[src/verilog/linebuf_cfg.svh]
`ifndef LINEBUF_CFG_SVH
`define LINEBUF_CFG_SVH

// ========================================
// data and size widths
// ========================================

// signed pixel
`define LB_DWIDTH 16
// img_size, fil_size and pad_size inputs
`define LB_LWIDTH 8

// ========================================
// buffer geometry
// ========================================

// largest filter, also the window edge
`define LB_MAXLINE 5
// longest padded line, 32 pixels plus 2x2 padding
`define LB_MAXSIZE 36

`endif

[src/verilog/linebuf_pkg.sv]
package linebuf_pkg;

  // frame phases
  // charge fills the first fil_size lines, active emits windows
  typedef enum logic [1:0] {
    LB_WAIT   = 2'd0,
    LB_CHARGE = 2'd1,
    LB_ACTIVE = 2'd2
  } lb_state_t;

endpackage

[src/verilog/linebuf_ctrl.sv]
`timescale 1ns/1ns
`include "linebuf_cfg.svh"

module linebuf_ctrl #(
  localparam int AWIDTH = $clog2(`LB_MAXSIZE + 1)
) (
  input  logic                   clk,
  input  logic                   xrst,
  input  logic                   buf_en,
  input  logic                   charge_end,
  input  logic                   active_end,
  input  logic [AWIDTH-1:0]      col_addr,
  input  logic [`LB_LWIDTH-1:0]  fil_size,
  output linebuf_pkg::lb_state_t state,
  output logic                   busy,
  output logic                   win_valid
);
  import linebuf_pkg::*;

  logic       row_seen;
  logic       win_cond;
  logic [1:0] valid_dly;

  // ========================================
  // frame state machine
  // ========================================

  always_ff @(posedge clk) begin
    if (!xrst) begin
      state <= LB_WAIT;
    end else begin
      case (state)
        LB_WAIT: begin
          if (buf_en) begin
            state <= LB_CHARGE;
          end
        end
        LB_CHARGE: begin
          if (charge_end) begin
            state <= LB_ACTIVE;
          end
        end
        LB_ACTIVE: begin
          if (active_end) begin
            state <= LB_WAIT;
          end
        end
        default: state <= LB_WAIT;
      endcase
    end
  end

  assign busy = (state != LB_WAIT);

  // ========================================
  // window qualifier
  // ========================================

  // set at the first line start in active, the window rows hold image lines from then on
  always_ff @(posedge clk) begin
    if (!xrst) begin
      row_seen <= 1'b0;
    end else if (state == LB_WAIT) begin
      row_seen <= 1'b0;
    end else if (state == LB_ACTIVE && col_addr == '0) begin
      row_seen <= 1'b1;
    end
  end

  // column 0 reads the last pixel of the line before
  assign win_cond = (state == LB_ACTIVE) && row_seen &&
                    (col_addr == '0 || col_addr >= AWIDTH'(fil_size));

  // one cycle of ram read, one of window shift
  always_ff @(posedge clk) begin
    if (!xrst) begin
      valid_dly <= '0;
    end else begin
      valid_dly <= {valid_dly[0], win_cond};
    end
  end

  assign win_valid = valid_dly[1];

endmodule

[config.mk]
export PLATFORM = sky130hd
export DESIGN_NAME = linebuf_ctrl
export DESIGN_NICKNAME = d
export VERILOG_FILES = /design/src/verilog/linebuf_pkg.sv /design/src/verilog/linebuf_ctrl.sv
export VERILOG_INCLUDE_DIRS = /design/src /design/src/verilog
export SDC_FILE = /design/constraint.sdc
export NUM_CORES = 1
export LEC_CHECK = 0
export BUFFER_PORTS_ARGS = -buffer_cell sky130_fd_sc_hd__buf_2
export CORE_AREA = 2 2 39 41
export DETAILED_ROUTE_END_ITERATION = 8
export DIE_AREA = 0 0 41 43
export GPL_TIMING_DRIVEN = 1
export PLACE_DENSITY = 0.58
export SLEW_MARGIN = 20
export SYNTH_ARGS = -nofsm -noshare
export SYNTH_HDL_FRONTEND = slang
export SYNTH_SLANG_ARGS = --single-unit
export TNS_END_PERCENT = 100
[constraint.sdc]
create_clock -name clk -period 1.6 [get_ports clk]
set_input_delay 0.08 -clock clk [delete_from_list [all_inputs] [get_ports clk]]
set_output_delay 0.08 -clock clk [all_outputs]
set_load 0.01 [all_outputs]
==> impl_metrics.json, run 1 <==
{
  "power_leakage_uw": 0.000289,
  "yosysUniqueCellTypes": 20,
  "place_congestion": 0.662,
  "clkTransAtPathRegs_ps": 40,
  "hold_path.startpoint": "xrst",
  "clk_latency_ps": 240,
  "final_antenna_net_count": 0,
  "via_per_inst": 4.30,
  "top_level_ports": 23,
  "crit_path_start_kind": "flop",
  "fin_tns_setup_ps": 0,
  "final_cells": 80,
  "synthMuxAreaShare": 0.0286,
  "synthAdderAreaFrac": 0.214,
  "worstMarginPinSlew_ps": 274,
  "min_path_type": "in -> reg",
  "cts_buffer_depth": 2,
  "final_common_cell": "buf_2",
  "grt_max_degree": 8,
  "h-tree-depth": 1,
  "io_buffers": 20,
  "synth_area_um2": 350,
  "synth_area_leaders": "dfxtp_1 (29%), ha_1 (21%), inv_1 (7.5%)",
  "totalPowerFinal_uw": 350,
  "syn_to_final_growth_pct": 41.8,
  "drtIter0Drc": 1,
  "gr-usage-all-layers": 0.0902,
  "dieWidth_um": 41,
  "synth_compound_area_frac": 0.139,
  "ff2ff_setup_slack_ps": 690,
  "grt_pass1_wl_um": 1090,
  "cts_root_buffer": "clkbuf_4",
  "syn_inst": 40,
  "fp-row-count": 14,
  "avgSynthCellArea_um2": 8.76,
  "antenna_found_initial": 0,
  "synth_seq_cells": 5,
  "setup_viol": 0,
  "rr_startpoint": "state[0]$_SDFFE_PN0P_",
  "drive_gt1_frac": 0.391,
  "min_path_cells": 2,
  "cts_sinks": 5,
  "fin_skew_ps": 4.27,
  "drv_slew": 0,
  "ys_seq_area_frac": 0.286,
  "yosysTopAreaCellShare": 0.286,
  "postRouteWirelength_um": 682,
  "finalHoldViolations": 0,
  "wl_per_cell_um": 8.53,
  "initial_core_util": 0.253,
  "yosys.area.top_type": "dfxtp_1",
  "grt-ovfl-total": 0,
  "max_freq_mhz": 885,
  "synth_warnings": 0,
  "final_nets": 90,
  "endpoint_kind": "primary output",
  "layout_common_cells": "buf_2 (20), inv_1 (7), ha_1 (6), dfxtp_1 (5)",
  "finalCritPeriodShare": 0.706,
  "reg2reg_to": "row_seen$_SDFFE_PP0P_",
  "syn_nets": 65,
  "hold-path-endpoint": "valid_dly[1]$_SDFF_PN0_",
  "dr.pass1.iters": 2,
  "power_density_mw_per_mm2": 704,
  "dieArea_mm2": 0.00176,
  "antennaDiodeCount": 0,
  "post-route-min-period_ps": 1130,
  "cp.arrival_ps": 1050,
  "slew_headroom": 0.816,
  "cts_tree": "yes",
  "hold_buffers": 0,
  "synth-simple-area-share": 0.257,
  "postCtsSetupBuffers": 0,
  "synth_xor_area_frac": 0,
  "critPathRequiredTime_ps": 1520,
  "synth_top_family_by_area": "simple AND/OR/NAND/NOR gates",
  "rsz0062_at_grt": "false",
  "grt_pass1_vias": 300,
  "drc": 0,
  "vdd_drop_max_mv": 0.157,
  "cts_resized": 0,
  "maxCapViolations": 0,
  "crit_fanout": 7,
  "core_area_mm2": 0.00138,
  "status": "finished clean",
  "crit_type": "reg -> out",
  "vias": 344,
  "die_h_um": 43,
  "hpwl_um": 582,
  "cts_buffers": 3,
  "rr_worst_depth": 2,
  "placedCellCount": 76
}
==> cell usage after synthesis <==
cell and number:
a21o_1 1, a21oi_1 3, and2_1 1, and4bb_1 1, dfxtp_1 5, ha_1 6, inv_1 7, mux2i_1 1
nand2_1 2, nand2b_1 1, nand4_1 2, nor2_1 2, nor2b_1 1, nor3b_1 1, nor4_1 1, o211a_1 1
o211ai_1 1, o31a_1 1, or2_2 1, or4_4 1
==> power by group <==
group / switching (uW) / internal, uW / leakage [uW] / total (uW)
sequential: 5.02 / 128 / 0.0000406 / 133
combinational: 33.5 / 40.0 / 0.000233 / 73.5
clock: 48.9 / 94.1 / 0.0000150 / 143
total: 87.4 / 262 / 0.000289 / 350
==> through the flow <==
step,area [um^2],hold slack (ps),utilization,setup slack (ps)
6_report,497,98.8,0.359,470
3_3_place_gp,470,348,0.340,297
4_1_cts,497,95.8,0.359,449
2_1_floorplan,350,202,-,450
3_5_place_dp,470,345,0.340,256
5_1_grt,497,112,0.359,409
==> layout make-up <==
cell class	count	area [um^2]
clock buffers	4	26.3
fillers	143	887
inverters	7	26.3
multi-input cells	28	224
flip-flops and latches	5	100
well taps	16	20.0
repair buffers	20	100
==> kinds of logic (layout without fill, tap and decap cells) <==
group,after synthesis,after routing
AO/OA/AOI/OAI,7,7
multiplexers,1,1
AND/OR/NAND/NOR,14,14
buffers and inverters,7,31
adder cells (fa/ha/maj),6,6
flip-flops,5,5
==> registers in the layout (all words and copies together) (netlist names) <==
signal and flops:
valid_dly 2, row_seen 1, state 2
==> worst max-delay path, cell delays in order, from the launching register on <==
cell and delay [ps]:
dfxtp_1 360, or2_2 310, buf_2 140
==> per-layer routing <==
| layer | GRT usage | part of all wire | wire length (um) |
|---|---|---|---|
| met5 | 0 | 0 | 0 |
| met3 | 0.0209 | 0.11 | 74 |
| met1 | 0.102 | 0.46 | 312 |
| met4 | 0.0600 | 0 | 0 |
| met2 | 0.141 | 0.43 | 295 |
==> worst max path at each step <==
stage	depth (start not counted)	start	end	slack, ps
after floorplan	4	col_addr[0]	valid_dly[0]$_SDFF_PN0_	450
after global placement	5	col_addr[0]	valid_dly[0]$_SDFF_PN0_	300
after detailed placement	5	col_addr[0]	valid_dly[0]$_SDFF_PN0_	260
after CTS	2	state[0]$_SDFFE_PN0P_	busy	450
after global routing	2	state[0]$_SDFFE_PN0P_	busy	410
final	2	state[0]$_SDFFE_PN0P_	busy	470
Power figures use the tool's default switching activity.
==> run 2: changes to the inputs <==
--- a/config.mk
+++ b/config.mk
@@ -11,7 +11,7 @@
 export DETAILED_ROUTE_END_ITERATION = 8
 export DIE_AREA = 0 0 41 43
 export GPL_TIMING_DRIVEN = 1
-export PLACE_DENSITY = 0.58
+export PLACE_DENSITY = 0.6
 export SLEW_MARGIN = 20
 export SYNTH_ARGS = -nofsm -noshare
 export SYNTH_HDL_FRONTEND = slang
==> constraint.sdc (replaced) <==
create_clock -name clk -period 0.9 [get_ports clk]
set_input_delay 0.045 -clock clk [delete_from_list [all_inputs] [get_ports clk]]
set_output_delay 0.045 -clock clk [all_outputs]
set_load 0.01 [all_outputs]
==> impl_metrics.json, run 2 (same netlist as run 1, synthesis figures left out) <==
{
  "status": "complete, but fails checks",
  "violations": "setup timing",
  "multi_input_area_um2": 226,
  "num-fill-cells": 144,
  "drv_slew": 0,
  "seq_area_um2": 105,
  "vdd_drop_max_mv": 0.361,
  "via_per_inst": 4.34,
  "fp-row-count": 14,
  "maxCapViolations": 0,
  "power_leakage_uw": 0.000331,
  "fin_skew_ps": 2.17,
  "syn_to_final_growth_pct": 66.1,
  "grt-ovfl-total": 0,
  "hold-path-endpoint": "valid_dly[1]$_SDFF_PN0_",
  "postRouteWirelength_um": 728,
  "min_path_type": "in -> reg",
  "dr.pass1.iters": 1,
  "drtIter0Drc": 0,
  "critPathRequiredTime_ps": 1080,
  "hold_buffers": 0,
  "setup_viol": 2,
  "gr-usage-all-layers": 0.109,
  "antenna_found_initial": 0,
  "hold_slack_ps": 66.5,
  "hpwl_um": 625,
  "grt_pass1_wl_um": 1350,
  "place_congestion": 0.630,
  "worstMarginPinSlew_ps": 263,
  "core_area_mm2": 0.00138,
  "cp.arrival_ps": 1190,
  "cts_root_buffer": "clkbuf_4",
  "layout_common_cells": "buf_2 (16), inv_1 (7), buf_4 (7), ha_1 (6), buf_6 (4)",
  "final_nets": 97,
  "crit_type": "in -> reg",
  "dieWidth_um": 41,
  "rsz0062_at_grt": "true",
  "post-place-ws_ps": -367,
  "cts_buffers": 3,
  "crit_path_start_kind": "primary input",
  "finalHoldViolations": 0,
  "cts_tree": "yes",
  "max_freq_mhz": 993,
  "setup_ws_ps": -108,
  "post-route-min-period_ps": 1010,
  "final_antenna_net_count": 0,
  "hold_path.startpoint": "xrst",
  "die_h_um": 43,
  "grt_pass1_vias": 372,
  "clkTransAtPathRegs_ps": 50,
  "vias": 378,
  "reg2reg_to": "row_seen$_SDFFE_PP0P_",
  "top_regs": "state: 2 flops, valid_dly: 2 flops, row_seen: 1 flops",
  "io_buffers": 20,
  "h-tree-depth": 1,
  "antennaDiodeCount": 0,
  "cts_buffer_depth": 2,
  "min_path_cells": 2,
  "rr_worst_depth": 2,
  "top_level_ports": 23,
  "finalCritPeriodShare": 1.12,
  "dieArea_mm2": 0.00176,
  "initial_core_util": 0.253,
  "drive_gt1_frac": 0.479,
  "wl_per_cell_um": 8.37,
  "drc": 0,
  "clk_latency_ps": 240,
  "slew_headroom": 0.823,
  "grt_max_degree": 8,
  "crit_fanout": 2,
  "ff2ff_setup_slack_ps": 30,
  "cts_sinks": 5,
  "endpoint_kind": "flop",
  "power_density_mw_per_mm2": 1160,
  "final_common_cell": "buf_2",
  "rr_startpoint": "state[0]$_SDFFE_PN0P_"
}
## run 2: cell types whose count changed in the layout (fill, tap and decap cells not counted)
cell     change
buf_4        +7
buf_2        -4
buf_6        +4
dfxtp_1      -2
dfxtp_2      +1
dfxtp_4      +1
or2_2        -1
or2_4        +1
## run 2: area by class of cell
type / instances / share of cell area
sequential: 5 / 0.181
timing repair buffer: 27 / 0.305
inverter: 7 / 0.0452
clock buffer: 4 / 0.0452
tap: 16 / 0.0344
multi-input combinational: 28 / 0.389
## run 2: where the power goes
part           internal [uW]  switching (uW)  leakage [uW]
combinational            109            68.9      0.000274
sequential               228            5.76     0.0000417
clock                    168            93.1     0.0000150
## run 2: metal layers
layer / GRT usage / routed length, um / vias to the layer above
met2: 0.169 / 357 / 17
met1: 0.128 / 304 / 159
li1: - / - / 202
met4: 0.0800 / 0 / 0
met5: 0 / 0 / -
met3: 0.0157 / 66 / 0
## run 2: how the worst max path moves through the flow
stage | from | cells after the start | endpoint
4_1_cts | state[0]$_SDFFE_PN0P_ | 2 | busy
5_1_grt | col_addr[0] | 5 | valid_dly[0]$_SDFF_PN0_
6_report | col_addr[0] | 5 | valid_dly[0]$_SDFF_PN0_
3_3_place_gp | col_addr[0] | 5 | valid_dly[0]$_SDFF_PN0_
2_1_floorplan | col_addr[0] | 4 | valid_dly[0]$_SDFF_PN0_
3_5_place_dp | col_addr[0] | 5 | valid_dly[0]$_SDFF_PN0_
## run 2: timing repair
action | 4_1_cts | 5_1_grt
pin swaps | 0 | 0
endpoints found under the setup margin | 4 | 3
buffers inserted | 0 | 2
resized for setup | 5 | 3
## run 2: critical path, cell delays in order
cell	delay (ps)
buf_6	90
or4_4	520
o31a_1	240
o211ai_1	90
and4bb_1	200
## run 2: through the flow
stage	std cells	util	cell area [um^2]	TNS, ps	power (uW)
final	87	0.420	582	-194	672
after detailed placement	81	0.367	508	-578	389
after global routing	87	0.420	582	-273	722
after CTS	85	0.400	553	-208	669
after global placement	81	0.367	508	-575	387
after floorplan	40	-	350	-251	309
==> run 3: changes to the inputs <==
--- a/config.mk
+++ b/config.mk
@@ -10,8 +10,9 @@
 export CORE_AREA = 2 2 39 41
 export DETAILED_ROUTE_END_ITERATION = 8
 export DIE_AREA = 0 0 41 43
-export GPL_TIMING_DRIVEN = 1
+export GPL_TIMING_DRIVEN = 0
 export PLACE_DENSITY = 0.6
+export REMOVE_ABC_BUFFERS = 1
 export SLEW_MARGIN = 20
 export SYNTH_ARGS = -nofsm -noshare
 export SYNTH_HDL_FRONTEND = slang
==> constraint.sdc (replaced) <==
create_clock -name clk -period 0.9 [get_ports clk]
set_input_delay 0.18 -clock clk [delete_from_list [all_inputs] [get_ports clk]]
set_output_delay 0.18 -clock clk [all_outputs]
set_load 0.01 [all_outputs]
==> impl_metrics.json, run 3 (same netlist as run 1, synthesis figures left out) <==
{
  "status": "complete, but fails checks",
  "violations": "setup timing",
  "critPathRequiredTime_ps": 1080,
  "drc": 0,
  "power_leakage_uw": 0.000329,
  "antennaDiodeCount": 0,
  "rr_worst_depth": 3,
  "reg2reg_to": "row_seen$_SDFFE_PP0P_",
  "setup_viol": 4,
  "rr_startpoint": "state[0]$_SDFFE_PN0P_",
  "max_freq_mhz": 860,
  "wl_per_cell_um": 9.55,
  "die_h_um": 43,
  "top_level_ports": 23,
  "maxCapViolations": 0,
  "min_path_cells": 2,
  "finalCritPeriodShare": 1.29,
  "syn_to_final_growth_pct": 78.6,
  "cp.arrival_ps": 1350,
  "grt_max_degree": 8,
  "totalPowerFinal_uw": 687,
  "core_area_mm2": 0.00138,
  "final_nets": 96,
  "num-fill-cells": 139,
  "clkTransAtPathRegs_ps": 40,
  "seq_area_um2": 108,
  "grt-ovfl-total": 0,
  "dieArea_mm2": 0.00176,
  "cts_tree": "yes",
  "setup_ws_ps": -263,
  "multi_input_area_um2": 262,
  "vias": 385,
  "antenna_found_initial": 0,
  "post-route-min-period_ps": 1160,
  "finalHoldViolations": 0,
  "cts_sinks": 5,
  "min_path_type": "in -> reg",
  "grt_pass1_wl_um": 1320,
  "crit_path_start_kind": "primary input",
  "cts_root_buffer": "clkbuf_4",
  "hold_path.startpoint": "xrst",
  "cts_buffer_depth": 2,
  "drtIter0Drc": 0,
  "layout_common_cells": "buf_2 (15), inv_1 (7), buf_6 (7), ha_1 (5), buf_4 (4)",
  "grt_pass1_vias": 365,
  "h-tree-depth": 1,
  "slew_headroom": 0.879,
  "fin_skew_ps": 1.60,
  "placedCellCount": 76,
  "cts_buffers": 3,
  "fp-row-count": 14,
  "final_common_cell": "buf_2",
  "final_cells": 86,
  "rsz0062_at_grt": "true",
  "endpoint_kind": "flop",
  "drive_gt1_frac": 0.514,
  "via_per_inst": 4.48,
  "top_regs": "state: 2 flops, valid_dly: 2 flops, row_seen: 1 flops",
  "worstMarginPinSlew_ps": 180,
  "power_density_mw_per_mm2": 1100,
  "drv_slew": 0,
  "crit_fanout": 2,
  "dr.pass1.iters": 1,
  "hold-path-endpoint": "valid_dly[1]$_SDFF_PN0_",
  "final_antenna_net_count": 0,
  "initial_core_util": 0.253,
  "clk_latency_ps": 240,
  "hpwl_um": 585,
  "crit_type": "in -> reg",
  "vdd_drop_max_mv": 0.340,
  "gr-usage-all-layers": 0.112,
  "postRouteWirelength_um": 821,
  "ff2ff_setup_slack_ps": -50,
  "place_congestion": 0.679,
  "io_buffers": 20,
  "dieWidth_um": 41
}
-- run 3: how the worst max path moves through the flow --
stage                      startpoint                      end  slack, ps
after global routing      col_addr[0]  valid_dly[0]$_SDFF_PN0_       -300
after detailed placement  col_addr[0]  valid_dly[0]$_SDFF_PN0_       -530
after floorplan           col_addr[0]  valid_dly[0]$_SDFF_PN0_       -350
after CTS                 col_addr[0]  valid_dly[0]$_SDFF_PN0_       -260
final                     col_addr[0]  valid_dly[0]$_SDFF_PN0_       -260
after global placement    col_addr[0]  valid_dly[0]$_SDFF_PN0_       -510
-- run 3: layer usage --
layer / track usage / wire length (um)
met1: 0.112 / 316
met3: 0.0209 / 72
met5: 0 / 0
met2: 0.181 / 432
met4: 0.100 / 0
-- run 3: critical path, cell delays in order --
cell and delay [ps]:
buf_6 90, or4_4 520, o31a_1 250, o211ai_1 100, and4bb_1 210
-- run 3: report_power, final --
group          internal, uW  switching [uW]  total, uW
registers               226            8.45        234
logic                   115            77.8        193
clock network           168            91.8        259
total                   509             178        687
-- run 3: timing repair --
item | CTS | global route
resized for setup | 12 | 6
hold buffers | 0 | 0
endpoints found under the setup margin | 5 | 6
setup buffers | 4 | 3
pin swaps | 2 | 2
-- run 3: final cells by class --
cell class | instances | area share
inverters | 7 | 0.0420
flip-flops and latches | 5 | 0.172
multi-input cells | 28 | 0.418
well taps | 16 | 0.0320
repair buffers | 26 | 0.294
clock buffers | 4 | 0.0420
-- run 3: per-stage QoR --
stage / hold WS, ps / utilization / setup TNS [ps] / area (um^2) / setup WS, ps
after floorplan: 302 / - / -514 / 350 / -350
after global placement: 416 / 0.340 / -918 / 470 / -505
after detailed placement: 424 / 0.340 / -947 / 470 / -532
after CTS: 197 / 0.418 / -836 / 578 / -256
after global routing: 209 / 0.452 / -948 / 626 / -298
final: 204 / 0.452 / -779 / 626 / -263
