$ cat src/verilog/linebuf_cfg.svh
`ifndef LINEBUF_CFG_SVH
`define LINEBUF_CFG_SVH

// ========================================
// data and size widths
// ========================================

// signed pixel
`define LB_DWIDTH 16
// img_size, fil_size and pad_size inputs
`define LB_LWIDTH 8

// ========================================
// buffer geometry
// ========================================

// largest filter, also the window edge
`define LB_MAXLINE 5
// longest padded line, 32 pixels plus 2x2 padding
`define LB_MAXSIZE 36

`endif

$ cat src/verilog/linebuf_pkg.sv
package linebuf_pkg;

  // frame phases
  // charge fills the first fil_size lines, active emits windows
  typedef enum logic [1:0] {
    LB_WAIT   = 2'd0,
    LB_CHARGE = 2'd1,
    LB_ACTIVE = 2'd2
  } lb_state_t;

endpackage

$ cat src/verilog/linebuf_counter.sv
`timescale 1ns/1ns
`include "linebuf_cfg.svh"

module linebuf_counter #(
  localparam int AWIDTH = $clog2(`LB_MAXSIZE + 1),
  localparam int CWIDTH = $clog2(`LB_MAXLINE + 1) + 1,
  localparam int NBANK  = `LB_MAXLINE + 1
) (
  input  logic                   clk,
  input  logic                   xrst,
  input  linebuf_pkg::lb_state_t state,
  input  logic [`LB_LWIDTH-1:0]  img_size,
  input  logic [`LB_LWIDTH-1:0]  fil_size,
  input  logic [`LB_LWIDTH-1:0]  pad_size,
  output logic [AWIDTH-1:0]      col_addr,
  output logic [NBANK-1:0]       bank_sel,
  output logic [CWIDTH-1:0]      win_sel,
  output logic                   charge_end,
  output logic                   active_end
);
  import linebuf_pkg::*;

  logic [AWIDTH-1:0] pad_width;
  logic [AWIDTH-1:0] col_last;
  logic [CWIDTH-1:0] bank_cnt;
  logic [AWIDTH-1:0] line_cnt;
  logic              run;
  logic              col_wrap;

  // padded line length
  assign pad_width = AWIDTH'((pad_size << 1) + img_size);
  assign col_last  = pad_width - AWIDTH'(1);
  assign run       = (state == LB_CHARGE) || (state == LB_ACTIVE);
  assign col_wrap  = (col_addr == col_last);

  assign charge_end = (state == LB_CHARGE) &&
                      (bank_cnt == CWIDTH'(fil_size - 1'b1)) &&
                      (col_addr == AWIDTH'(img_size - 1'b1));

  // w+1 lines, the last pixel lands at column 0 of line w
  assign active_end = (state == LB_ACTIVE) && (line_cnt == pad_width) && col_wrap;

  assign bank_sel = run ? (NBANK'(1) << bank_cnt) : '0;

  // ========================================
  // column, bank and line counters
  // ========================================

  always_ff @(posedge clk) begin
    if (!xrst) begin
      col_addr <= '0;
      bank_cnt <= '0;
      line_cnt <= '0;
    end else if (state == LB_WAIT) begin
      col_addr <= '0;
      bank_cnt <= '0;
      line_cnt <= '0;
    end else if (run) begin
      if (col_wrap) begin
        col_addr <= '0;
        bank_cnt <= (bank_cnt == CWIDTH'(`LB_MAXLINE)) ? '0 : bank_cnt + 1'b1;
        line_cnt <= (line_cnt == pad_width) ? '0 : line_cnt + 1'b1;
      end else begin
        col_addr <= col_addr + 1'b1;
      end
    end
  end

  // ========================================
  // row select
  // ========================================

  // 0 gives zero rows, k+1 maps window row i to bank (i+k) mod 6
  // restarts when the bank counter comes round to fil_size again
  always_ff @(posedge clk) begin
    if (!xrst) begin
      win_sel <= '0;
    end else if (state == LB_WAIT) begin
      win_sel <= '0;
    end else if (state == LB_ACTIVE && col_addr == '0) begin
      if (bank_cnt == CWIDTH'(fil_size)) begin
        win_sel <= CWIDTH'(1);
      end else begin
        win_sel <= win_sel + 1'b1;
      end
    end
  end

endmodule

$ cat config.mk
export PLATFORM = sky130hd
export DESIGN_NAME = linebuf_counter
export DESIGN_NICKNAME = d
export VERILOG_FILES = /design/src/verilog/linebuf_pkg.sv /design/src/verilog/linebuf_counter.sv
export VERILOG_INCLUDE_DIRS = /design/src /design/src/verilog
export SDC_FILE = /design/constraint.sdc
export NUM_CORES = 1
export LEC_CHECK = 0
export BUFFER_PORTS_ARGS = -buffer_cell sky130_fd_sc_hd__buf_2
export CAP_MARGIN = 40
export CORE_MARGIN = 2
export CORE_UTILIZATION = 50
export DETAILED_ROUTE_END_ITERATION = 6
export HOLD_SLACK_MARGIN = 0.05
export PLACE_DENSITY = 0.75
export RECOVER_POWER = 100
export SLEW_MARGIN = 20
export SYNTH_ARGS = -nofsm -noshare
export SYNTH_HDL_FRONTEND = slang
export SYNTH_SLANG_ARGS = --single-unit
$ cat constraint.sdc
create_clock -name clk -period 2.7 [get_ports clk]
set_input_delay 0.135 -clock clk [delete_from_list [all_inputs] [get_ports clk]]
set_output_delay 0.135 -clock clk [all_outputs]
set_load 0.01 [all_outputs]
==> metrics list, run 1 <==
* Result of the run: finished clean
* Die outline area: 0.00447 mm²
- Crit path capture type: primary output
- Avg WL per Cell: 13.9 µm
- Buffers inserted to repair hold after CTS numbered 0.
- The clock period could shrink to 2.56 ns.
- Number of global-route vias before repair: 1757
- Using the TritonRoute via totals, the vias-per-cell ratio works out to 5.67.
- Number of input and output port buffers inserted: 36
- Site row count: 22
- Hold timing on the final database bottoms out at a slack of 0.305 ns.
- Upper clock frequency limit: 391 MHz
* Standard cell with the maximum stage delay on the critical path: sky130_fd_sc_hd__fa_1
* Yosys reg bits: 20
* Metal1 wirelength: 2.10 mm
- Number of antenna violations at the first check in global routing: 0
* Drt total wl: 4.65 mm
- From left edge to right edge, the die measures 66.9 µm.
- Buffers inserted during post-CTS setup optimization: 0
- In the post-synthesis netlist, the cell with the most instances is sky130_fd_sc_hd__dfxtp_1.
* Largest cells by area after synthesis: sky130_fd_sc_hd__dfxtp_1 (20%), sky130_fd_sc_hd__ha_1 (9.5%), sky130_fd_sc_hd__xnor2_1 (7.1%), sky130_fd_sc_hd__nor2_1 (3.6%), sky130_fd_sc_hd__mux2i_1 (3.5%)
- The Yosys step of the flow raised 0 warnings.
* Critical path required time: 2.57 ns
* Number of enable flip-flop cells after synthesis: 0
- Share of the synthesized area in the top cell type: 20.3%
* Critical Path Fanout Max: 5
- CTS saw 20 sinks.
- Global-route wire length before repair: 7.94 mm
- Post-synthesis area per instance: 8.10 µm²
- For this design the static power due to leakage is 1.03 nW.
- Vias: 1893
- The total overflow left after global routing is 0.
- The final hold violation count was 0.
* Proportion of synthesized chip area in sequential cells: 20.3%
* Residual DRC: 0
- Maximum level of the CTS H-tree: 1
* Placed wire-length estimate after detailed placement: 3.70 mm
- At the worst endpoint, the arrival time is 2.42 ns.
- For this run, the detailed router's first-pass iteration total came to 4.
- The count of nets left with antenna violations once routing finished came out at 0.
- The min-delay analysis places its worst path in the category input pin to flop.
- Overall track demand over capacity in global routing: 23.2%
- Highest metal layer used by the detailed router: met4
- Clock root buffer: sky130_fd_sc_hd__clkbuf_8
- Entering global routing, the biggest net connects 15 pins.
- Worst clock skew: 0.00199 ns
- Yosys mapped the design onto 54 distinct sky130hd cell types.
* Initial Util: 52.8%
- For the worst-skew pair, the clock arrives at the later sink with an insertion delay of 0.26 ns.
- Setup repair after global routing missed its margin: false
- The largest total area in the synthesized netlist belongs to sky130_fd_sc_hd__dfxtp_1.
- Most frequent cells after synthesis: sky130_fd_sc_hd__dfxtp_1 (20), sky130_fd_sc_hd__nor2_1 (19), sky130_fd_sc_hd__inv_1 (17), sky130_fd_sc_hd__nand2_1 (17), sky130_fd_sc_hd__xnor2_1 (16)
- Number of buffers inserted during clock tree synthesis: 3
* Routed length on met2: 2.25 mm
- For the final routed database, the setup TNS stands at 0 ns.
* Cell repeated most along the worst path: sky130_fd_sc_hd__buf_2
- The synthesized netlist occupies a cell area of 0.00198 mm².
- Register clock-pin slew on the reported worst setup and hold paths: 0.08 ns
- The final max-slew violation count came to 0.
* Number of primary I/O pins: 46
- CTS tree: done
- Top_reg_cell synth: sky130_fd_sc_hd__dfxtp_1
* Number of instances in the synthesized netlist: 244
* Final setup vio count: 0
- VDD sags by at most 347 µV.
- Post-synthesis to final-layout area growth: 15.6%
- Headroom to the max-slew limit: 60.8%
- The post-route netlist has 15.7% of its cells at a drive strength greater than 1.
* Worst setup path category: input pin to primary output
* Nets@finish: 331
- Number of DRC violations after detailed-routing iteration 0: 133
- Clock Tree Buf Depth: 2
- Sort of element at the start of the critical path: input pin
* Routability Congestion: 0.801
* Maximum cell stage delay along the critical path: 0.42 ns
- The critical path goes through buf_2 -> ha_1 -> inv_1 -> fa_1 -> xnor2_2 -> or3_1 -> and3b_1 -> a211oi_2 -> nor2_2 -> and3_1 -> buf_2.
- Wire segments on met3 add up to 273 µm in the final route.
- Area of the core: 0.00374 mm²
* Die boundary height: 66.9 µm
* Power density cells: 362 mW/mm²
* Count of antenna diodes in the layout: 0
- The number of nets in the synthesized netlist is 288.
- In the finished design, the share of the clock period the worst path needs comes to 94.7%.
* Transition time at the pin with the least slew margin: 0.586 ns
- Maximum Capacitance Violations: 0
- The number of gates resized after CTS was 0.
- For this run, asynchronously set or reset flops after synthesis account for 0%.
critical path: cells and delay by family:
family                   cells  cell delay, ns
AO/OA/AOI/OAI                1            0.28
buffers and inverters        3            0.29
adder cells (fa/ha/maj)      2            0.58
XOR/XNOR                     1            0.22
AND/OR/NAND/NOR              4            0.92
registers in the layout (all words and copies together), names as in the netlist:
register / cells
line_cnt: 6
col_addr: 6
win_sel: 4
bank_cnt: 4
cells in the final DEF, fill, tap and decap left out, types with 6 or more instances in the layout:
master	n
sky130_fd_sc_hd__dfxtp_1	20
sky130_fd_sc_hd__xnor2_1	15
sky130_fd_sc_hd__nand2_1	17
sky130_fd_sc_hd__inv_1	17
sky130_fd_sc_hd__a21oi_1	10
sky130_fd_sc_hd__nand4_1	6
sky130_fd_sc_hd__buf_4	9
sky130_fd_sc_hd__buf_2	22
sky130_fd_sc_hd__o21ai_0	7
sky130_fd_sc_hd__mux2i_1	7
sky130_fd_sc_hd__nor3_1	8
sky130_fd_sc_hd__clkbuf_1	19
sky130_fd_sc_hd__xor2_1	7
sky130_fd_sc_hd__ha_1	15
sky130_fd_sc_hd__nand3_1	9
sky130_fd_sc_hd__nor2_1	18
final timing paths:
| path | endpoint | start | slack [ns] | cells after the start |
|---|---|---|---|---|
| worst max register to register | bank_cnt[3] | col_addr[4] | 0.65 | 6 |
| worst min register to register | win_sel[0] | win_sel[0] | 0.51 | 1 |
| worst max-delay path | active_end | img_size[1] | 0.14 | 11 |
| worst min-delay path | win_sel[0] | fil_size[3] | 0.31 | 4 |
cell families (layout without fill, tap and decap cells):
| logic type | Yosys count | count (layout) | share of synthesized area [%] |
|---|---|---|---|
| adders and majority gates | 16 | 16 | 10.5 |
| DFF | 20 | 20 | 20.3 |
| and+or+nand+nor | 96 | 96 | 26.3 |
| buffers and inverters | 31 | 73 | 6.33 |
| muxes | 9 | 9 | 4.69 |
| xor gates and xnor gates | 27 | 27 | 14.9 |
| AOI/OAI and AO/OA | 45 | 45 | 17.0 |
cell type report:
cell class	instances	area (µm²)
fill	362	1460
multi-input combinational	193	1450
sequential	20	400
timing repair buffer	51	254
inverter	18	67.6
tap	48	60.1
clock buffer	4	55.1
power by group:
part	switching (mW)	internal, mW
logic	0.159	0.124
clock network	0.108	0.130
registers	0.00739	0.299
per-layer routing:
layer,vias to the layer above,global-route usage (%)
li1,958,-
met1,886,29.2
met2,45,41.0
met3,4,4.39
met4,0,4.59
met5,-,0
stage by stage:
step / total power, mW / util (%) / setup slack, ns / cells / area [µm²]
6_report: 0.827 / 61.0 / 0.142 / 334 / 2280
5_1_grt: 0.880 / 61.0 / 0.0339 / 334 / 2280
4_1_cts: 0.836 / 62.1 / 0.0729 / 334 / 2330
3_5_place_dp: 0.598 / 60.7 / 0.0467 / 330 / 2270
3_3_place_gp: 0.593 / 60.7 / 0.0591 / 330 / 2270
2_1_floorplan: 0.509 / - / 0.253 / 244 / 1980
(Power assumes the default switching activity.)
==> run 2: changes to the inputs <==
--- a/config.mk
+++ b/config.mk
@@ -8,11 +8,11 @@
 export LEC_CHECK = 0
 export BUFFER_PORTS_ARGS = -buffer_cell sky130_fd_sc_hd__buf_2
 export CAP_MARGIN = 40
-export CORE_MARGIN = 2
-export CORE_UTILIZATION = 50
+export CORE_MARGIN = 5
+export CORE_UTILIZATION = 45
 export DETAILED_ROUTE_END_ITERATION = 6
 export HOLD_SLACK_MARGIN = 0.05
-export PLACE_DENSITY = 0.75
+export PLACE_DENSITY = 0.69
 export RECOVER_POWER = 100
 export SLEW_MARGIN = 20
 export SYNTH_ARGS = -nofsm -noshare
==> constraint.sdc (replaced) <==
create_clock -name clk -period 3.09 [get_ports clk]
set_input_delay 0.1545 -clock clk [delete_from_list [all_inputs] [get_ports clk]]
set_output_delay 0.1545 -clock clk [all_outputs]
set_load 0.01 [all_outputs]
==> run 2 against run 1 <==
Against the previous run:
- sequential power decreased by 12%
- clock skew increased by 0.0061 ns
- sequential share of layout area grew 0.51 points
- design area is 2.8% lower
- critical path depth unchanged
- core utilization down 9.3 points
- die area grew 30%
- worst setup slack better by 0.16 ns
- first-iteration DRC count fell by 18%
- power shrank 8.4%
- final cell count decreased by 1.8%
- hold slack is essentially flat
==> metrics list, run 2 (synthesis results as in run 1) <==
- Critical Path Fanout Max: 4
* Pre-CTS WS: 0.273 ns
- The tool flagged a number of max-cap violations equal to 0.
- Once the floorplan was initialized, standard cells occupied 46.0% of the core.
- Final number of hold-violating endpoints: 0
- Reg2reg end: line_cnt[2]
* Relative contribution of combinational cells to total power: 29.6%
- Vias: 1813
- Cell internal power dissipation: 0.527 mW
- Register clock-pin slew on the reported worst setup and hold paths: 0.08 ns
- Fin crit share: 90.4%
- Across every metal layer, demand over resource in global routing totals 16.1%.
- Result of the run: finished clean
- CTS tree: done
- Hold Worst Slack: 0.306 ns
* Count of antenna diodes in the layout: 0
* Number of routed nets with antenna violations: 0
- The first TritonRoute pass finished after 4 iterations.
* Final core utilization: 51.7%
- Buffers inserted to repair hold after CTS numbered 0.
- The region available for standard cell placement spans 0.00429 mm².
- Number of resized instances in the post-cts repair step: 0
- Sort of element at the start of the critical path: input pin
- At the worst endpoint, the arrival time is 2.64 ns.
- Count of placed standard cells in the final layout, fillers left out: 328
* Transition time at the pin with the least slew margin: 0.524 ns
- Summed area of non-filler cells in the final layout: 0.00222 mm²
- For this design, the sink count on the clock tree is 20.
- The via count of the first global-routing pass was 1815.
- Congestion Overflow GR: 0
- In this run the most critical hold path is launched from fil_size[3].
- Measured along the x axis, the die boundary spans 76.3 µm.
- For the worst-skew pair, the clock arrives at the later sink with an insertion delay of 0.26 ns.
- Measured along the y axis, the die boundary spans 76.3 µm.
- Number of DRC violations after detailed-routing iteration 0: 109
- Headroom to the max-slew limit: 65.1%
- In this run the number of H-tree levels came out at 1.
* Total power consumption of the routed design: 0.758 mW
* Maximum number of pins on one net before global-route repair: 23
- Placed instance area: 0.00220 mm²
* Reg2Reg Depth: 6
- The routed design could run at a clock period as short as 2.79 ns.
* Number of primary I/O pins: 46
- Number of buffers inserted during clock tree synthesis: 3
* Clk pwr share: 35.0%
* Share of layout cells above drive strength 1: 11.2%
* Drt total wl: 4.54 mm
* Start of the worst register-to-register path: col_addr[4]
- Sequential group share of total power: 35.4%
* Reg2reg setup slack: 0.83 ns
- The final max-slew violation count was 0.
- STA classifies the critical path endpoint as a primary output.
- Avg Vias per Cell: 5.53
- The worst hold path was traced through 4 stages.
- Number of antenna violations at the first check in global routing: 0
* Top flop regs: col_addr x6, line_cnt x6
- Share of total power consumed by net switching: 30.5%
* Leakage Power: 0.974 nW
- Worst clock skew: 0.00812 ns
* Clock root buffer: sky130_fd_sc_hd__clkbuf_8
- Summed over all nets, the half-perimeter wirelength after detailed placement is 3.56 mm.
* Post-synthesis to final-layout area growth: 12.3%
- Setup repair after global routing left no endpoint under its margin.
- The worst-case IR drop observed on VDD is 265 µV.
- Worst Hold Endpoint: win_sel[0]
* Placed instance count: 324
- The congestion estimate from routability-driven global placement came to 0.850.
- The first global-routing pass estimated 8.12 mm of wire.
* Final setup vio count: 0
- Critical path required time: 2.94 ns
- After detailed routing, the number of remaining DRC violations is 0.
* Power density cells: 341 mW/mm²
- Highest-count cells in the layout ignoring fill and taps: sky130_fd_sc_hd__dfxtp_1 (20), sky130_fd_sc_hd__clkbuf_1 (20), sky130_fd_sc_hd__nor2_1 (19), sky130_fd_sc_hd__buf_2 (19)
- The floorplan step defined a die boundary enclosing 0.00582 mm².
* Net Sw Power: 0.231 mW
* Final worst setup slack: 0.297 ns
- Avg WL per Cell: 13.8 µm
- Nets@finish: 321
* Worst setup path category: input pin to primary output
* Upper clock frequency limit: 358 MHz
- Number of input and output port buffers inserted: 36
- The floorplan has 24 rows.
* Class of the worst hold path: input pin to flop
- In this run the deepest clock path goes through 2 buffers.
- Once the clock tree was built, the setup fixing pass inserted 0 buffers.
- Setup TNS Final: 0 ns
==> run 2: cell count changes in the layout (fill, tap and decap cells not counted), sizes merged <==
cell,before,now
bufinv,0,1
buf,31,21
clkbuf,24,23
==> run 2: layer usage <==
| metal | vias to the layer above | part of all wire (%) | global-route usage, % |
|---|---|---|---|
| li1 | 936 | - | - |
| met1 | 822 | 47 | 21.9 |
| met3 | 2 | 5.7 | 3.55 |
| met2 | 53 | 47 | 26.9 |
| met4 | 0 | 0.48 | 2.10 |
| met5 | - | 0 | 0 |
==> run 2: final cells by class <==
type / instances / area, µm²
fillers: 439 / 2070
clock buffers: 3 / 41.3
multi-input cells: 193 / 1430
inverters: 18 / 67.6
flip-flops and latches: 20 / 400
clock inverters: 1 / 30.0
well taps: 52 / 65.1
repair buffers: 41 / 185
==> run 2: how the worst max path moves through the flow <==
| stage | from | to | slack, ns |
|---|---|---|---|
| floorplan | img_size[1] | line_cnt[0] | 0.62 |
| global placement | img_size[1] | line_cnt[0] | 0.32 |
| detailed placement | img_size[1] | line_cnt[0] | 0.27 |
| CTS | img_size[1] | active_end | 0.40 |
| global route | img_size[1] | line_cnt[4] | 0.14 |
| finish | img_size[1] | active_end | 0.30 |
==> run 2: critical path, stage by stage <==
cell and delay [ns]:
sky130_fd_sc_hd__buf_2 0.11, sky130_fd_sc_hd__ha_1 0.16, sky130_fd_sc_hd__inv_1 0.05, sky130_fd_sc_hd__fa_1 0.59, sky130_fd_sc_hd__nor3b_1 0.33, sky130_fd_sc_hd__nor2b_1 0.23
sky130_fd_sc_hd__and3b_1 0.21, sky130_fd_sc_hd__a211oi_1 0.39, sky130_fd_sc_hd__nor2_1 0.10, sky130_fd_sc_hd__and3_1 0.18, sky130_fd_sc_hd__clkbuf_1 0.12
==> run 2: power groups by stage <==
stage	sequential, mW	combinational (mW)	clock, mW
6_report	0.268	0.224	0.265
5_1_grt	0.269	0.251	0.283
4_1_cts	0.268	0.236	0.269
3_5_place_dp	0.274	0.234	0
3_3_place_gp	0.274	0.232	0
2_1_floorplan	0.273	0.171	0
==> run 3: changes to the inputs <==
--- a/config.mk
+++ b/config.mk
@@ -8,6 +8,7 @@
 export LEC_CHECK = 0
 export BUFFER_PORTS_ARGS = -buffer_cell sky130_fd_sc_hd__buf_2
 export CAP_MARGIN = 40
+export CORE_ASPECT_RATIO = 0.7
 export CORE_MARGIN = 5
 export CORE_UTILIZATION = 45
 export DETAILED_ROUTE_END_ITERATION = 6
==> run 3 against run 2 <==
Against the previous run:
- design area down 0.34%
- critical endpoint is now line_cnt[4]
- global-route usage rose by 1.8 points
- sequential cell count unchanged
- worst setup slack about the same
- combinational power grew 2%
- maximum frequency about the same
- critical path depth did not move
==> metrics list, run 3 (synthesis results as in run 1) <==
- Cell repeated most along the worst path: sky130_fd_sc_hd__clkbuf_1
- Share of layout cells above drive strength 1: 10.8%
* Congestion Overflow GR: 0
- Final core utilization: 51.4%
- Class of the worst hold path: input pin to flop
- Routability Congestion: 0.789
* Maximum Capacitance Violations: 0
- CTS tree: done
- Pin placement for this block handled 46 I/O pins.
- Site row count: 20
- Headroom to the max-slew limit: 65.4%
* Sort of element at the start of the critical path: input pin
* Clock period minus worst slack: 2.79 ns
- Number of buffers inserted during clock tree synthesis: 3
- STA puts the critical path data arrival time at 2.95 ns.
* Transition time at the pin with the least slew margin: 0.515 ns
- The repair_antennas step left the layout with diodes totalling 0.
* Placed instance area: 0.00221 mm²
* Power density cells: 318 mW/mm²
* Nets@finish: 322
- The die is 89.2 µm wide.
- Post-synthesis to final-layout area growth: 12.0%
- After legalization and detailed placement, the total HPWL measured 3.78 mm.
* Upper clock frequency limit: 358 MHz
* Family with the most delay on the worst path: compound AO/OA/AOI/OAI gates
- Fin crit share: 90.4%
- Initial Util: 45.9%
* Highest-count cells in the layout ignoring fill and taps: sky130_fd_sc_hd__clkbuf_1 (22), sky130_fd_sc_hd__dfxtp_1 (20), sky130_fd_sc_hd__nor2_1 (19)
- Traced cell by cell, the critical path runs through clkbuf_1 -> ha_1 -> inv_1 -> fa_1 -> xnor2_1 -> o21ai_1 -> a211oi_1 -> a211o_1 -> clkbuf_1 -> a41oi_1 -> a41o_1.
* Worst vdd rail ir drop: 225 µV
- Leakage Power: 0.965 nW
* Worst setup path category: input pin to flop
- Number of hold buffers added after cts: 0
- The largest registers in the layout are col_addr x6, line_cnt x6.
- After routing the design area is 0.00221 mm².
* Maximum cell stage delay along the critical path: 0.46 ns
* Vias: 1808
- The final max-slew violation count was 0.
* Number of DRC violations after detailed-routing iteration 0: 63
- Across every metal layer, demand over resource in global routing totals 17.9%.
* Most frequent standard cell in the layout excluding fill and tap cells: sky130_fd_sc_hd__clkbuf_1
* Insertion delay of the later-clocked pin in the worst-skew pair: 0.26 ns
- The initial antenna violation count came to 0.
- Along the worst path, the maximum fanout reaches 10.
- Global-route wire length before repair: 8.32 mm
* Register clock-pin slew on the reported worst setup and hold paths: 0.08 ns
* Total power consumption of the routed design: 0.704 mW
- Setup TNS Final: 0 ns
- The final hold violation count is 0.
- The slowest stage of the critical path is the sky130_fd_sc_hd__xnor2_1 cell.
* Number of optimization iterations in the first detailed-route pass: 4
- Setup repair after global routing missed its margin: false
- The die covers 0.00584 mm².
- Residual DRC: 0
- Together, buffers and inverters on the worst path number 3.
* Die boundary height: 65.4 µm
- Number of global-route vias before repair: 1780
- In the final routed layout, each cell accounts on average for 14.5 µm.
- Critical path required time: 3.25 ns
- Clock root buffer: sky130_fd_sc_hd__clkbuf_8
- Number of routed nets with antenna violations: 0
- Crit path capture type: flop
* Worst clock skew: 0.00115 ns
- Final setup vio count: 0
- The floorplan step defined a core boundary enclosing 0.00430 mm².
- Number of input and output port buffers inserted: 36
- In this run the deepest clock path goes through 2 buffers.
- Dividing the detail-routed via count by the number of cells gives 5.45.
- The flow ran to the end, and the final reports show no timing, DRC or antenna violations.
* Maximum number of pins on one net before global-route repair: 23
- Maximum level of the CTS H-tree: 1
- Wires add up to 4.80 mm.
- In this run the post-CTS setup repair buffer count came out at 0.
- Once the clock tree was built, the resizer swapped 0 gates to a different size.
* CTS sink count: 20
## run 3: power breakdown
group	internal (mW)	leakage, nW	switching, mW
Combinational	0.0939	0.775	0.134
Sequential	0.261	0.161	0.00662
Clock	0.114	0.0288	0.0943
## run 3: stage by stage
stage,setup WS (ns),hold WS [ns],instances
6_report,0.297,0.279,332
5_1_grt,0.0978,0.312,332
4_1_cts,0.349,0.270,332
3_5_place_dp,0.281,0.500,328
3_3_place_gp,0.337,0.491,328
2_1_floorplan,0.624,0.404,244
## run 3: final timing paths
kind                    start          end  slack [ns]  cells past startpoint
setup reg to reg  col_addr[4]  line_cnt[4]        0.83                      6
hold reg to reg    win_sel[0]   win_sel[0]        0.52                      1
setup / recovery  img_size[1]  line_cnt[4]        0.30                     11
hold / removal    fil_size[1]   win_sel[0]        0.28                      4
## run 3: cell type report
class                      count  area [µm²]
clock buffer                   4        55.1
tap                           55        68.8
multi-input combinational    193        1430
sequential                    20         400
timing repair buffer          42         190
fill                         429        2090
inverter                      18        67.6
## run 3: worst register-to-register path: cells and delay by family, from the launching register on
family	cells	cell delay (ns)
compound gates	4	0.95
simple gates	1	0.42
buf+inv	1	0.38
flops	1	0.40
## run 3: routing by layer
metal / track usage [%] / vias up / share of wire (%) / wire length [µm]
li1: - / 938 / - / -
met5: 0 / - / 0 / 0
met4: 3.90 / 0 / 0.88 / 42
met3: 3.63 / 4 / 6.2 / 297
met1: 26.6 / 813 / 49 / 2350
met2: 26.5 / 53 / 44 / 2110
